<file path="src/cpu_pkg.sv">
package cpu_pkg;

  //////////////////////////////////////////////////
  // widths
  //////////////////////////////////////////////////
  localparam int XLEN     = 32;
  localparam int REG_AW   = 5;
  localparam int LINK_REG = 31;

  //////////////////////////////////////////////////
  // opcodes, bits 31:26
  //////////////////////////////////////////////////
  localparam logic [5:0] OP_RTYPE = 6'h00;
  localparam logic [5:0] OP_J     = 6'h02;
  localparam logic [5:0] OP_JAL   = 6'h03;
  localparam logic [5:0] OP_BEQZ  = 6'h04;
  localparam logic [5:0] OP_BNEZ  = 6'h05;
  localparam logic [5:0] OP_ADDI  = 6'h08;
  localparam logic [5:0] OP_ANDI  = 6'h0c;
  localparam logic [5:0] OP_ORI   = 6'h0d;
  localparam logic [5:0] OP_XORI  = 6'h0e;
  localparam logic [5:0] OP_LHI   = 6'h0f;
  localparam logic [5:0] OP_JR    = 6'h12;
  localparam logic [5:0] OP_LW    = 6'h23;
  localparam logic [5:0] OP_SW    = 6'h2b;

  // r-type function codes, bits 5:0
  localparam logic [5:0] FN_SLL = 6'h04;
  localparam logic [5:0] FN_SRL = 6'h06;
  localparam logic [5:0] FN_SRA = 6'h07;
  localparam logic [5:0] FN_ADD = 6'h20;
  localparam logic [5:0] FN_SUB = 6'h22;
  localparam logic [5:0] FN_AND = 6'h24;
  localparam logic [5:0] FN_OR  = 6'h25;
  localparam logic [5:0] FN_XOR = 6'h26;
  localparam logic [5:0] FN_SLT = 6'h2a;

  // execute-stage operation
  typedef enum logic [3:0] {
    ALU_ADD, ALU_SUB, ALU_AND, ALU_OR, ALU_XOR,
    ALU_SLL, ALU_SRL, ALU_SRA, ALU_SLT,
    ALU_LHI, ALU_LINK
  } alu_op_t;

  // where an execute operand comes from
  typedef enum logic [1:0] {
    FWD_REG,
    FWD_MEM,
    FWD_WB
  } fwd_sel_t;

endpackage

</file>
<file path="src/reg_file.sv">
`timescale 1ns/1ps

module reg_file (
  input  logic                       clk,
  input  logic                       rst,
  input  logic [cpu_pkg::REG_AW-1:0] rs1,
  input  logic [cpu_pkg::REG_AW-1:0] rs2,
  input  logic                       wr_en,
  input  logic [cpu_pkg::REG_AW-1:0] wr_addr,
  input  logic [cpu_pkg::XLEN-1:0]   wr_data,
  output logic [cpu_pkg::XLEN-1:0]   rd1,
  output logic [cpu_pkg::XLEN-1:0]   rd2
);
  import cpu_pkg::*;

  logic [XLEN-1:0] regs [32];
  logic            wr_live;

  // writes to r0 are dropped here
  assign wr_live = wr_en && (wr_addr != '0);

  always_ff @(posedge clk) begin
    if (rst) begin
      for (int i = 0; i < 32; i++) begin
        regs[i] <= '0;
      end
    end else if (wr_live) begin
      regs[wr_addr] <= wr_data;
    end
  end

  // r0 reads zero, same-cycle write passes straight through
  assign rd1 = (rs1 == '0) ? '0 : (wr_live && wr_addr == rs1) ? wr_data : regs[rs1];
  assign rd2 = (rs2 == '0) ? '0 : (wr_live && wr_addr == rs2) ? wr_data : regs[rs2];

endmodule

</file>
<file path="src/fetch_unit.sv">
`timescale 1ns/1ps

module fetch_unit (
  input  logic                     clk,
  input  logic                     rst,
  input  logic                     stall,
  input  logic                     id_valid,
  input  logic [cpu_pkg::XLEN-1:0] id_pc,
  input  logic [15:0]              id_imm16,
  input  logic [25:0]              id_imm26,
  input  logic [cpu_pkg::XLEN-1:0] rs1_value,
  input  logic                     branch_z,
  input  logic                     branch_nz,
  input  logic                     jmp,
  input  logic                     jmp_reg,
  output logic [cpu_pkg::XLEN-1:0] pc
);
  import cpu_pkg::*;

  logic [XLEN-1:0] seq_pc;
  logic [XLEN-1:0] br_target;
  logic [XLEN-1:0] jmp_target;
  logic [XLEN-1:0] next_pc;
  logic            rs1_zero;
  logic            take_branch;

  // targets are relative to the pc after the branch itself
  assign seq_pc     = pc + XLEN'(4);
  assign br_target  = id_pc + XLEN'(4) + {{(XLEN-16){id_imm16[15]}}, id_imm16};
  assign jmp_target = id_pc + XLEN'(4) + {{(XLEN-26){id_imm26[25]}}, id_imm26};

  // zero test for beqz / bnez
  assign rs1_zero    = (rs1_value == '0);
  assign take_branch = (branch_z & rs1_zero) | (branch_nz & ~rs1_zero);

  // the slot after the decode-stage branch is already being fetched,
  // so redirecting here gives the one delay slot
  always_comb begin
    if (id_valid && take_branch) begin
      next_pc = br_target;
    end else if (id_valid && jmp) begin
      next_pc = jmp_target;
    end else if (id_valid && jmp_reg) begin
      next_pc = rs1_value;
    end else begin
      next_pc = seq_pc;
    end
  end

  always_ff @(posedge clk) begin
    if (rst) begin
      pc <= '0;
    end else if (!stall) begin
      pc <= next_pc;
    end
  end

endmodule

</file>
<file path="src/decode_ctrl.sv">
`timescale 1ns/1ps

module decode_ctrl (
  input  logic                       [cpu_pkg::XLEN-1:0]   instr,
  output logic                                             reg_wr,
  output logic                       [cpu_pkg::REG_AW-1:0] dest,
  output cpu_pkg::alu_op_t                                 alu_op,
  output logic                                             alu_src_imm,
  output logic                                             imm_zero_ext,
  output logic                                             mem_rd,
  output logic                                             mem_wr,
  output logic                                             branch_z,
  output logic                                             branch_nz,
  output logic                                             jmp,
  output logic                                             jmp_reg,
  output logic                                             uses_rs1,
  output logic                                             uses_rs2
);
  import cpu_pkg::*;

  logic [5:0]        opcode;
  logic [5:0]        func;
  logic [REG_AW-1:0] f_rs2;
  logic [REG_AW-1:0] f_rd;

  assign opcode = instr[31:26];
  assign func   = instr[5:0];
  assign f_rs2  = instr[20:16];
  assign f_rd   = instr[15:11];

  always_comb begin
    // anything not matched below is a no-op
    reg_wr       = 1'b0;
    dest         = '0;
    alu_op       = ALU_ADD;
    alu_src_imm  = 1'b0;
    imm_zero_ext = 1'b0;
    mem_rd       = 1'b0;
    mem_wr       = 1'b0;
    branch_z     = 1'b0;
    branch_nz    = 1'b0;
    jmp          = 1'b0;
    jmp_reg      = 1'b0;
    uses_rs1     = 1'b0;
    uses_rs2     = 1'b0;

    case (opcode)
      OP_RTYPE: begin
        reg_wr   = 1'b1;
        uses_rs1 = 1'b1;
        uses_rs2 = 1'b1;
        dest     = f_rd;
        case (func)
          FN_ADD:  alu_op = ALU_ADD;
          FN_SUB:  alu_op = ALU_SUB;
          FN_AND:  alu_op = ALU_AND;
          FN_OR:   alu_op = ALU_OR;
          FN_XOR:  alu_op = ALU_XOR;
          FN_SLL:  alu_op = ALU_SLL;
          FN_SRL:  alu_op = ALU_SRL;
          FN_SRA:  alu_op = ALU_SRA;
          FN_SLT:  alu_op = ALU_SLT;
          default: begin
            // unknown function, drop everything again
            reg_wr   = 1'b0;
            uses_rs1 = 1'b0;
            uses_rs2 = 1'b0;
            dest     = '0;
          end
        endcase
      end
      OP_ADDI, OP_ANDI, OP_ORI, OP_XORI: begin
        reg_wr       = 1'b1;
        uses_rs1     = 1'b1;
        alu_src_imm  = 1'b1;
        dest         = f_rs2;
        // logical immediates are zero extended
        imm_zero_ext = (opcode != OP_ADDI);
        case (opcode)
          OP_ANDI: alu_op = ALU_AND;
          OP_ORI:  alu_op = ALU_OR;
          OP_XORI: alu_op = ALU_XOR;
          default: alu_op = ALU_ADD;
        endcase
      end
      OP_LHI: begin
        reg_wr = 1'b1;
        dest   = f_rs2;
        alu_op = ALU_LHI;
      end
      OP_LW: begin
        reg_wr      = 1'b1;
        mem_rd      = 1'b1;
        uses_rs1    = 1'b1;
        alu_src_imm = 1'b1;
        dest        = f_rs2;
      end
      OP_SW: begin
        // rs2 carries the store data
        mem_wr      = 1'b1;
        uses_rs1    = 1'b1;
        uses_rs2    = 1'b1;
        alu_src_imm = 1'b1;
      end
      OP_BEQZ: begin
        branch_z = 1'b1;
        uses_rs1 = 1'b1;
      end
      OP_BNEZ: begin
        branch_nz = 1'b1;
        uses_rs1  = 1'b1;
      end
      OP_J: jmp = 1'b1;
      OP_JAL: begin
        jmp    = 1'b1;
        reg_wr = 1'b1;
        alu_op = ALU_LINK;
        dest   = REG_AW'(LINK_REG);
      end
      OP_JR: begin
        jmp_reg  = 1'b1;
        uses_rs1 = 1'b1;
      end
      default: ;
    endcase
  end

endmodule

</file>
<file path="src/hazard_unit.sv">
`timescale 1ns/1ps

module hazard_unit (
  input  logic [cpu_pkg::REG_AW-1:0] id_rs1,
  input  logic [cpu_pkg::REG_AW-1:0] id_rs2,
  input  logic                       id_uses_rs1,
  input  logic                       id_uses_rs2,
  input  logic                       id_ctrl_flow,
  input  logic                       ex_valid,
  input  logic                       ex_reg_wr,
  input  logic                       ex_mem_rd,
  input  logic [cpu_pkg::REG_AW-1:0] ex_dest,
  input  logic [cpu_pkg::REG_AW-1:0] ex_rs1,
  input  logic [cpu_pkg::REG_AW-1:0] ex_rs2,
  input  logic                       mem_valid,
  input  logic                       mem_reg_wr,
  input  logic [cpu_pkg::REG_AW-1:0] mem_dest,
  input  logic                       wb_valid,
  input  logic                       wb_reg_wr,
  input  logic [cpu_pkg::REG_AW-1:0] wb_dest,
  output logic                       stall,
  output cpu_pkg::fwd_sel_t          fwd_a,
  output cpu_pkg::fwd_sel_t          fwd_b
);
  import cpu_pkg::*;

  logic ex_live, mem_live, wb_live;
  logic ex_hit, mem_hit;
  logic load_use, ctrl_wait;

  // a stage only counts if it really writes a nonzero register
  assign ex_live  = ex_valid  & ex_reg_wr  & (ex_dest  != '0);
  assign mem_live = mem_valid & mem_reg_wr & (mem_dest != '0);
  assign wb_live  = wb_valid  & wb_reg_wr  & (wb_dest  != '0);

  // decode sources against execute and memory destinations
  assign ex_hit  = ex_live & ((id_uses_rs1 & (ex_dest == id_rs1)) |
                              (id_uses_rs2 & (ex_dest == id_rs2)));
  assign mem_hit = mem_live & ((id_uses_rs1 & (mem_dest == id_rs1)) |
                               (id_uses_rs2 & (mem_dest == id_rs2)));

  // load data only shows up in write-back
  assign load_use = ex_hit & ex_mem_rd;
  // branches resolve in decode, write-back reaches them through the reg file
  assign ctrl_wait = id_ctrl_flow & (ex_hit | mem_hit);
  assign stall     = load_use | ctrl_wait;

  // younger producer wins
  assign fwd_a = (mem_live && mem_dest == ex_rs1) ? FWD_MEM :
                 (wb_live  && wb_dest  == ex_rs1) ? FWD_WB  : FWD_REG;
  assign fwd_b = (mem_live && mem_dest == ex_rs2) ? FWD_MEM :
                 (wb_live  && wb_dest  == ex_rs2) ? FWD_WB  : FWD_REG;

endmodule

</file>
<file path="src/alu_exec.sv">
`timescale 1ns/1ps

module alu_exec (
  input  cpu_pkg::fwd_sel_t          fwd_a,
  input  cpu_pkg::fwd_sel_t          fwd_b,
  input  logic [cpu_pkg::XLEN-1:0]   reg_a,
  input  logic [cpu_pkg::XLEN-1:0]   reg_b,
  input  logic [cpu_pkg::XLEN-1:0]   mem_result,
  input  logic [cpu_pkg::XLEN-1:0]   wb_result,
  input  logic [15:0]                imm16,
  input  logic [cpu_pkg::XLEN-1:0]   pc,
  input  cpu_pkg::alu_op_t           alu_op,
  input  logic                       alu_src_imm,
  input  logic                       imm_zero_ext,
  output logic [cpu_pkg::XLEN-1:0]   result,
  output logic [cpu_pkg::XLEN-1:0]   store_data
);
  import cpu_pkg::*;

  logic [XLEN-1:0] op_a;
  logic [XLEN-1:0] op_b_reg;
  logic [XLEN-1:0] op_b;
  logic [XLEN-1:0] imm_ext;
  logic [4:0]      shamt;

  function automatic logic [XLEN-1:0] pick_src(input fwd_sel_t sel,
                                               input logic [XLEN-1:0] from_reg,
                                               input logic [XLEN-1:0] from_mem,
                                               input logic [XLEN-1:0] from_wb);
    case (sel)
      FWD_MEM: return from_mem;
      FWD_WB:  return from_wb;
      default: return from_reg;
    endcase
  endfunction

  // operand forwarding
  assign op_a     = pick_src(fwd_a, reg_a, mem_result, wb_result);
  assign op_b_reg = pick_src(fwd_b, reg_b, mem_result, wb_result);

  // sw data is the forwarded rs2, not the immediate
  assign store_data = op_b_reg;

  assign imm_ext = imm_zero_ext ? {{(XLEN-16){1'b0}}, imm16} :
                                  {{(XLEN-16){imm16[15]}}, imm16};
  assign op_b    = alu_src_imm ? imm_ext : op_b_reg;
  assign shamt   = op_b[4:0];

  // loads and stores come through ALU_ADD as address
  always_comb begin
    case (alu_op)
      ALU_SUB:  result = op_a - op_b;
      ALU_AND:  result = op_a & op_b;
      ALU_OR:   result = op_a | op_b;
      ALU_XOR:  result = op_a ^ op_b;
      ALU_SLL:  result = op_a << shamt;
      ALU_SRL:  result = op_a >> shamt;
      ALU_SRA:  result = $signed(op_a) >>> shamt;
      ALU_SLT:  result = {{(XLEN-1){1'b0}}, $signed(op_a) < $signed(op_b)};
      ALU_LHI:  result = {imm16, {(XLEN-16){1'b0}}};
      // return address skips the delay slot
      ALU_LINK: result = pc + XLEN'(8);
      default:  result = op_a + op_b;
    endcase
  end

endmodule

</file>
<file path="src/pipeline.sv">
`timescale 1ns/1ps

module pipeline (
  input  logic                     clk,
  input  logic                     rst,
  input  logic [cpu_pkg::XLEN-1:0] instruction,
  input  logic [cpu_pkg::XLEN-1:0] mem_read_data,
  output logic [cpu_pkg::XLEN-1:0] pc,
  output logic [cpu_pkg::XLEN-1:0] mem_addr,
  output logic [cpu_pkg::XLEN-1:0] mem_write_data,
  output logic                     mem_wr
);
  import cpu_pkg::*;

  //////////////////////////////////////////////////
  // stage registers
  //////////////////////////////////////////////////
  typedef struct packed {
    logic            valid;
    logic [XLEN-1:0] pc;
    logic [XLEN-1:0] instr;
  } if_id_t;

  typedef struct packed {
    logic              valid;
    logic [XLEN-1:0]   pc;
    logic [REG_AW-1:0] rs1;
    logic [REG_AW-1:0] rs2;
    logic [XLEN-1:0]   rs1_val;
    logic [XLEN-1:0]   rs2_val;
    logic [15:0]       imm16;
    logic [REG_AW-1:0] dest;
    logic              reg_wr;
    logic              mem_rd;
    logic              mem_wr;
    alu_op_t           alu_op;
    logic              alu_src_imm;
    logic              imm_zero_ext;
  } id_ex_t;

  typedef struct packed {
    logic              valid;
    logic [REG_AW-1:0] dest;
    logic              reg_wr;
    logic              mem_rd;
    logic              mem_wr;
    logic [XLEN-1:0]   result;
    logic [XLEN-1:0]   store_data;
  } ex_mem_t;

  typedef struct packed {
    logic              valid;
    logic [REG_AW-1:0] dest;
    logic              reg_wr;
    logic              mem_rd;
    logic [XLEN-1:0]   result;
    logic [XLEN-1:0]   read_data;
  } mem_wb_t;

  if_id_t  if_id;
  id_ex_t  id_ex;
  ex_mem_t ex_mem;
  mem_wb_t mem_wb;

  // decode fields
  logic [REG_AW-1:0] id_rs1, id_rs2;
  logic [XLEN-1:0]   rf_rd1, rf_rd2;
  logic              dec_reg_wr, dec_alu_src_imm, dec_imm_zero_ext;
  logic              dec_mem_rd, dec_mem_wr;
  logic              dec_branch_z, dec_branch_nz, dec_jmp, dec_jmp_reg;
  logic              dec_uses_rs1, dec_uses_rs2;
  logic [REG_AW-1:0] dec_dest;
  alu_op_t           dec_alu_op;

  // hazards, execute, write-back
  logic              stall;
  logic              id_ctrl_flow;
  fwd_sel_t          fwd_a, fwd_b;
  logic [XLEN-1:0]   ex_result, ex_store_data;
  logic [XLEN-1:0]   wb_data;

  assign id_rs1 = if_id.instr[25:21];
  assign id_rs2 = if_id.instr[20:16];
  // only instructions that wait on a register in decode
  assign id_ctrl_flow = dec_branch_z | dec_branch_nz | dec_jmp_reg;

  fetch_unit u_fetch (
    .clk(clk), .rst(rst), .stall(stall),
    .id_valid(if_id.valid), .id_pc(if_id.pc),
    .id_imm16(if_id.instr[15:0]), .id_imm26(if_id.instr[25:0]),
    .rs1_value(rf_rd1),
    .branch_z(dec_branch_z), .branch_nz(dec_branch_nz),
    .jmp(dec_jmp), .jmp_reg(dec_jmp_reg),
    .pc(pc)
  );

  reg_file u_regs (
    .clk(clk), .rst(rst),
    .rs1(id_rs1), .rs2(id_rs2),
    .wr_en(mem_wb.valid & mem_wb.reg_wr),
    .wr_addr(mem_wb.dest), .wr_data(wb_data),
    .rd1(rf_rd1), .rd2(rf_rd2)
  );

  decode_ctrl u_dec (
    .instr(if_id.instr),
    .reg_wr(dec_reg_wr), .dest(dec_dest), .alu_op(dec_alu_op),
    .alu_src_imm(dec_alu_src_imm), .imm_zero_ext(dec_imm_zero_ext),
    .mem_rd(dec_mem_rd), .mem_wr(dec_mem_wr),
    .branch_z(dec_branch_z), .branch_nz(dec_branch_nz),
    .jmp(dec_jmp), .jmp_reg(dec_jmp_reg),
    .uses_rs1(dec_uses_rs1), .uses_rs2(dec_uses_rs2)
  );

  // decode-side inputs masked by the if/id valid bit
  hazard_unit u_haz (
    .id_rs1(id_rs1), .id_rs2(id_rs2),
    .id_uses_rs1(if_id.valid & dec_uses_rs1),
    .id_uses_rs2(if_id.valid & dec_uses_rs2),
    .id_ctrl_flow(if_id.valid & id_ctrl_flow),
    .ex_valid(id_ex.valid), .ex_reg_wr(id_ex.reg_wr), .ex_mem_rd(id_ex.mem_rd),
    .ex_dest(id_ex.dest), .ex_rs1(id_ex.rs1), .ex_rs2(id_ex.rs2),
    .mem_valid(ex_mem.valid), .mem_reg_wr(ex_mem.reg_wr), .mem_dest(ex_mem.dest),
    .wb_valid(mem_wb.valid), .wb_reg_wr(mem_wb.reg_wr), .wb_dest(mem_wb.dest),
    .stall(stall), .fwd_a(fwd_a), .fwd_b(fwd_b)
  );

  alu_exec u_alu (
    .fwd_a(fwd_a), .fwd_b(fwd_b),
    .reg_a(id_ex.rs1_val), .reg_b(id_ex.rs2_val),
    .mem_result(ex_mem.result), .wb_result(wb_data),
    .imm16(id_ex.imm16), .pc(id_ex.pc),
    .alu_op(id_ex.alu_op), .alu_src_imm(id_ex.alu_src_imm),
    .imm_zero_ext(id_ex.imm_zero_ext),
    .result(ex_result), .store_data(ex_store_data)
  );

  //////////////////////////////////////////////////
  // pipeline advance
  //////////////////////////////////////////////////
  // if/id holds on stall
  always_ff @(posedge clk) begin
    if (rst) begin
      if_id.valid <= 1'b0;
    end else if (!stall) begin
      if_id <= '{valid: 1'b1, pc: pc, instr: instruction};
    end
  end

  // id/ex takes a bubble on stall
  always_ff @(posedge clk) begin
    if (rst) begin
      id_ex.valid <= 1'b0;
    end else begin
      id_ex.valid        <= if_id.valid & ~stall;
      id_ex.pc           <= if_id.pc;
      // unused sources zeroed so they never match a destination
      id_ex.rs1          <= dec_uses_rs1 ? id_rs1 : '0;
      id_ex.rs2          <= dec_uses_rs2 ? id_rs2 : '0;
      id_ex.rs1_val      <= rf_rd1;
      id_ex.rs2_val      <= rf_rd2;
      id_ex.imm16        <= if_id.instr[15:0];
      id_ex.dest         <= dec_dest;
      id_ex.reg_wr       <= dec_reg_wr;
      id_ex.mem_rd       <= dec_mem_rd;
      id_ex.mem_wr       <= dec_mem_wr;
      id_ex.alu_op       <= dec_alu_op;
      id_ex.alu_src_imm  <= dec_alu_src_imm;
      id_ex.imm_zero_ext <= dec_imm_zero_ext;
    end
  end

  always_ff @(posedge clk) begin
    if (rst) begin
      ex_mem.valid <= 1'b0;
    end else begin
      ex_mem.valid      <= id_ex.valid;
      ex_mem.dest       <= id_ex.dest;
      ex_mem.reg_wr     <= id_ex.reg_wr;
      ex_mem.mem_rd     <= id_ex.mem_rd;
      ex_mem.mem_wr     <= id_ex.mem_wr;
      ex_mem.result     <= ex_result;
      ex_mem.store_data <= ex_store_data;
    end
  end

  // read data captured at the end of the memory stage
  always_ff @(posedge clk) begin
    if (rst) begin
      mem_wb.valid <= 1'b0;
    end else begin
      mem_wb.valid     <= ex_mem.valid;
      mem_wb.dest      <= ex_mem.dest;
      mem_wb.reg_wr    <= ex_mem.reg_wr;
      mem_wb.mem_rd    <= ex_mem.mem_rd;
      mem_wb.result    <= ex_mem.result;
      mem_wb.read_data <= mem_read_data;
    end
  end

  // memory ports
  assign mem_addr       = ex_mem.result;
  assign mem_write_data = ex_mem.store_data;
  assign mem_wr         = ex_mem.valid & ex_mem.mem_wr;

  // write-back select
  assign wb_data = mem_wb.mem_rd ? mem_wb.read_data : mem_wb.result;

endmodule

</file>
<file path="config.mk">
export PLATFORM = sky130hd
export DESIGN_NAME = pipeline
export DESIGN_NICKNAME = d
export VERILOG_FILES = /design/src/cpu_pkg.sv /design/src/reg_file.sv /design/src/fetch_unit.sv /design/src/decode_ctrl.sv /design/src/hazard_unit.sv /design/src/alu_exec.sv /design/src/pipeline.sv
export SDC_FILE = /design/constraint.sdc
export NUM_CORES = 2
export LEC_CHECK = 0
export ABC_AREA = 1
export BUFFER_PORTS_ARGS = -buffer_cell sky130_fd_sc_hd__buf_2
export CAP_MARGIN = 20
export CELL_PAD_IN_SITES_DETAIL_PLACEMENT = 1
export CELL_PAD_IN_SITES_GLOBAL_PLACEMENT = 2
export CORE_MARGIN = 8
export CORE_UTILIZATION = 35
export CTS_BUF_LIST = sky130_fd_sc_hd__clkbuf_4 sky130_fd_sc_hd__clkbuf_8 sky130_fd_sc_hd__clkbuf_16
export DETAILED_ROUTE_END_ITERATION = 12
export HOLD_SLACK_MARGIN = 0.08
export PLACE_DENSITY_LB_ADDON = 0.1
export SLEW_MARGIN = 20
export SYNTH_ARGS = -nofsm -noshare
export SYNTH_HDL_FRONTEND = slang
export SYNTH_SLANG_ARGS = --single-unit
</file>
<file path="constraint.sdc">
create_clock -name clk -period 15.5 [get_ports clk]
set_input_delay 3.1 -clock clk [delete_from_list [all_inputs] [get_ports clk]]
set_output_delay 3.1 -clock clk [all_outputs]
set_load 0.005 [all_outputs]
</file>
==> impl_metrics.json <==
{
  "drc": 0,
  "yosysWarnings": 0,
  "fin_nets": 10600,
  "use_met2": 0.468,
  "cts.repair.resized": 0,
  "fmax_mhz": 143,
  "slowest_stage": "inv_2",
  "post-cts-setup-buffer-count": 0,
  "required_ns": 16.06,
  "p_leak_nw": 38.9,
  "path_max_fanout": 46,
  "grt_antenna_before_repair": 44,
  "synth.most_common_cell": "nand2_1",
  "synth-edff-count": 1367,
  "synth-main-ff-cell": "edfxtp_1",
  "wirelength_um": 436000,
  "design.core.area_um2": 245000,
  "dieHeight_um": 512,
  "portBuffers": 162,
  "die_w_um": 512,
  "path_clk_slew_ns": 0.06,
  "path_depth": 26,
  "cts_buffer_depth": 3,
  "hold_class": "register to register",
  "finalPower_mw": 11.5,
  "max_stage_delay_ns": 0.77,
  "pwr-share-comb": 0.241,
  "swShare": 0.359,
  "r2r_end": "mem_addr[27]",
  "seq_area_frac_synth": 0.486,
  "place.gp.congestion": 0.960,
  "power_density_nw_per_um2": 121,
  "r2r_setup_slack_ns": 8.48,
  "reg2reg_from": "mem_wb[64]",
  "arrival_ns": 7.58,
  "ys_ff_latch": 1408,
  "crit_family": "buffers and inverters",
  "drt-wirelength-per-cell_um": 31.7,
  "finClkSkew_ns": 0.0310,
  "yosys-top-cells-count": "nand2_1 (1809), nor2_1 (1603), edfxtp_1 (1367)",
  "ctsHoldBuffers": 0,
  "critPathBufInv": 6,
  "power_frac_clock": 0.357,
  "setup_tns_ns": 0,
  "rsz0062_at_grt": "false",
  "fin_crit_ns": 7.02,
  "worst-setup-path-type": "register to register",
  "p_sw_mw": 4.13,
  "use_met3": 0.0640,
  "synth_top_cell_by_area": "edfxtp_1",
  "hold_depth": 0,
  "cts-root-buf": "clkbuf_16",
  "grt_max_degree": 169,
  "tightest_slew_ns": 1.24,
  "synth_area_per_cell_um2": 8.07,
  "ios": 163,
  "vias_per_cell": 5.90,
  "setup_viol": 0,
  "p_int_mw": 7.36,
  "drtIter0Drc": 9790,
  "peakVddDrop_uv": 110,
  "drive_gt1_frac": 0.0854,
  "area_growth_pct": 10.3,
  "clk_latency_ns": 0.86,
  "die_area_um2": 262000,
  "fin_crit_sh": 0.453,
  "n_fill_cell": 29000,
  "hpwl_um": 297000,
  "grt_pass1_wl_um": 606000,
  "synth-async-reset-ratio": 0,
  "grt_pass1_vias": 79400,
  "synthTopCellsByArea": "edfxtp_1 (48%), nand2_1 (7.9%), nand3_1 (7.2%)",
  "hold_path.startpoint": "id_ex[6]",
  "synth_top_cell_area_share": 0.477,
  "gr-usage-met1": 0.463,
  "ys_types": 67,
  "cpMostUsedCell": "nand2_1",
  "clkSinkCount": 1408,
  "maxSlewHeadroom": 0.162,
  "vias": 81200,
  "h-tree-depth": 4,
  "grtUsageTotal": 0.318,
  "cts_buffers": 173,
  "grt.busiest_layer": "met2",
  "start_util": 0.351,
  "r2r_cells": 26,
  "status": "complete, no violations",
  "cp-start-kind": "register",
  "final_max_slew_viol_count": 0,
  "drv_cap": 0,
  "rows": 182,
  "seq_power_share": 0.402,
  "syn-cell-area_um2": 86100,
  "finalHoldViolations": 0,
  "tritoncts": "done",
  "endpoint_kind": "register",
  "dr.pass1.iters": 6,
  "ant_nets": 0,
  "grt-ovfl-total": 0,
  "synthCells": 10700,
  "whs_endpoint": "ex_mem[64]"
}
==> state kept, by name, indices dropped and copies added, names as in the netlist, named ones only <==
| name | count |
|---|---|
| id_ex | 137 |
| u_regs.regs | 1024 |
| mem_wb | 72 |
| id_rs2 | 5 |
| u_fetch.pc | 32 |
| id_rs1 | 5 |
| ex_mem | 9 |
| mem_addr | 32 |
| if_id | 55 |
| mem_write_data | 32 |
==> logic make-up (layout without fill, tap and decap cells) <==
logic type,count (synthesis),count (layout),synth area share
other,1,44,0.0000435
xor gates and xnor gates,141,141,0.0143
buffers and inverters,1897,1709,0.0917
adders and majority gates,149,149,0.0219
DFF,1408,1408,0.486
and+or+nand+nor,4969,4969,0.244
AOI/OAI and AO/OA,2113,2113,0.142
==> per-stage QoR <==
| step | instance area, µm² | instances | hold slack (ns) | worst slack, ns | util |
|---|---|---|---|---|---|
| finish | 95000 | 13800 | 0.419 | 8.48 | 0.388 |
| global route | 95000 | 13700 | 0.442 | 8.18 | 0.387 |
| CTS | 95000 | 13700 | 0.420 | 8.67 | 0.387 |
| detailed placement | 89400 | 13400 | 0.407 | 8.49 | 0.365 |
| global placement | 89300 | 13400 | 0.406 | 8.56 | 0.364 |
| floorplan | 86300 | 10700 | 0.400 | 5.61 | - |
==> worst max-delay path by stage <==
stage               startpoint                   to
finish              mem_wb[64]         mem_addr[27]
global route        mem_wb[64]          mem_addr[0]
CTS                 mem_wb[64]         mem_addr[27]
detailed placement         rst  u_regs.regs[23][29]
global placement           rst  u_regs.regs[23][29]
floorplan                  rst   u_regs.regs[10][0]
==> routing by layer <==
| metal | routed length, µm | share of wire |
|---|---|---|
| met1 | 198000 | 0.45 |
| met2 | 182000 | 0.42 |
| met3 | 38000 | 0.087 |
| met4 | 17400 | 0.040 |
| met5 | 62 | 0.00014 |
==> area by class of cell <==
class | count | area (µm²) | area share
clock inverter | 105 | 987 | 0.0104
clock buffer | 202 | 4570 | 0.0481
timing repair buffer | 346 | 2420 | 0.0255
sequential | 1408 | 41900 | 0.441
multi-input combinational | 7404 | 37100 | 0.391
antenna | 12 | 30.0 | 0.000316
inverter | 1056 | 4000 | 0.0421
tap | 3220 | 4030 | 0.0424
==> placed cells by master (no fill, tap or decap), drive strengths merged, types with 13 or more instances in the layout <==
cell type,count
nand2,1820
nor2,1606
edfxtp,1367
nand3,1242
inv,1056
o21ai,922
a21oi,537
o211ai,417
buf,346
clkbuf,202
ha,146
or2,118
xor2,98
clkinv,86
nand4,81
o22ai,76
nor3,65
xnor2,43
a221oi,42
dfxtp,41
conb,32
a31oi,22
nor4,19
o21bai,16
o221ai,16
a211oi,15
nand3b,13
==> worst register-to-register path: cells and delay by family, from the launching register on <==
kind | cells | cell delay [ns]
AND/OR/NAND/NOR | 11 | 1.51
AO/OA/AOI/OAI | 8 | 1.30
adder cells (fa/ha/maj) | 1 | 0.51
buffers and inverters | 6 | 3.11
flip-flops | 1 | 0.32
==> power by group through the flow <==
stage / Clock, mW / Sequential (mW) / Combinational [mW]
floorplan: 0 / 4.54 / 1.56
global placement: 0 / 4.68 / 2.68
detailed placement: 0 / 4.68 / 2.70
CTS: 4.15 / 4.60 / 2.71
global route: 4.27 / 4.62 / 2.92
finish: 4.10 / 4.62 / 2.77
Power figures use the tool's default switching activity.
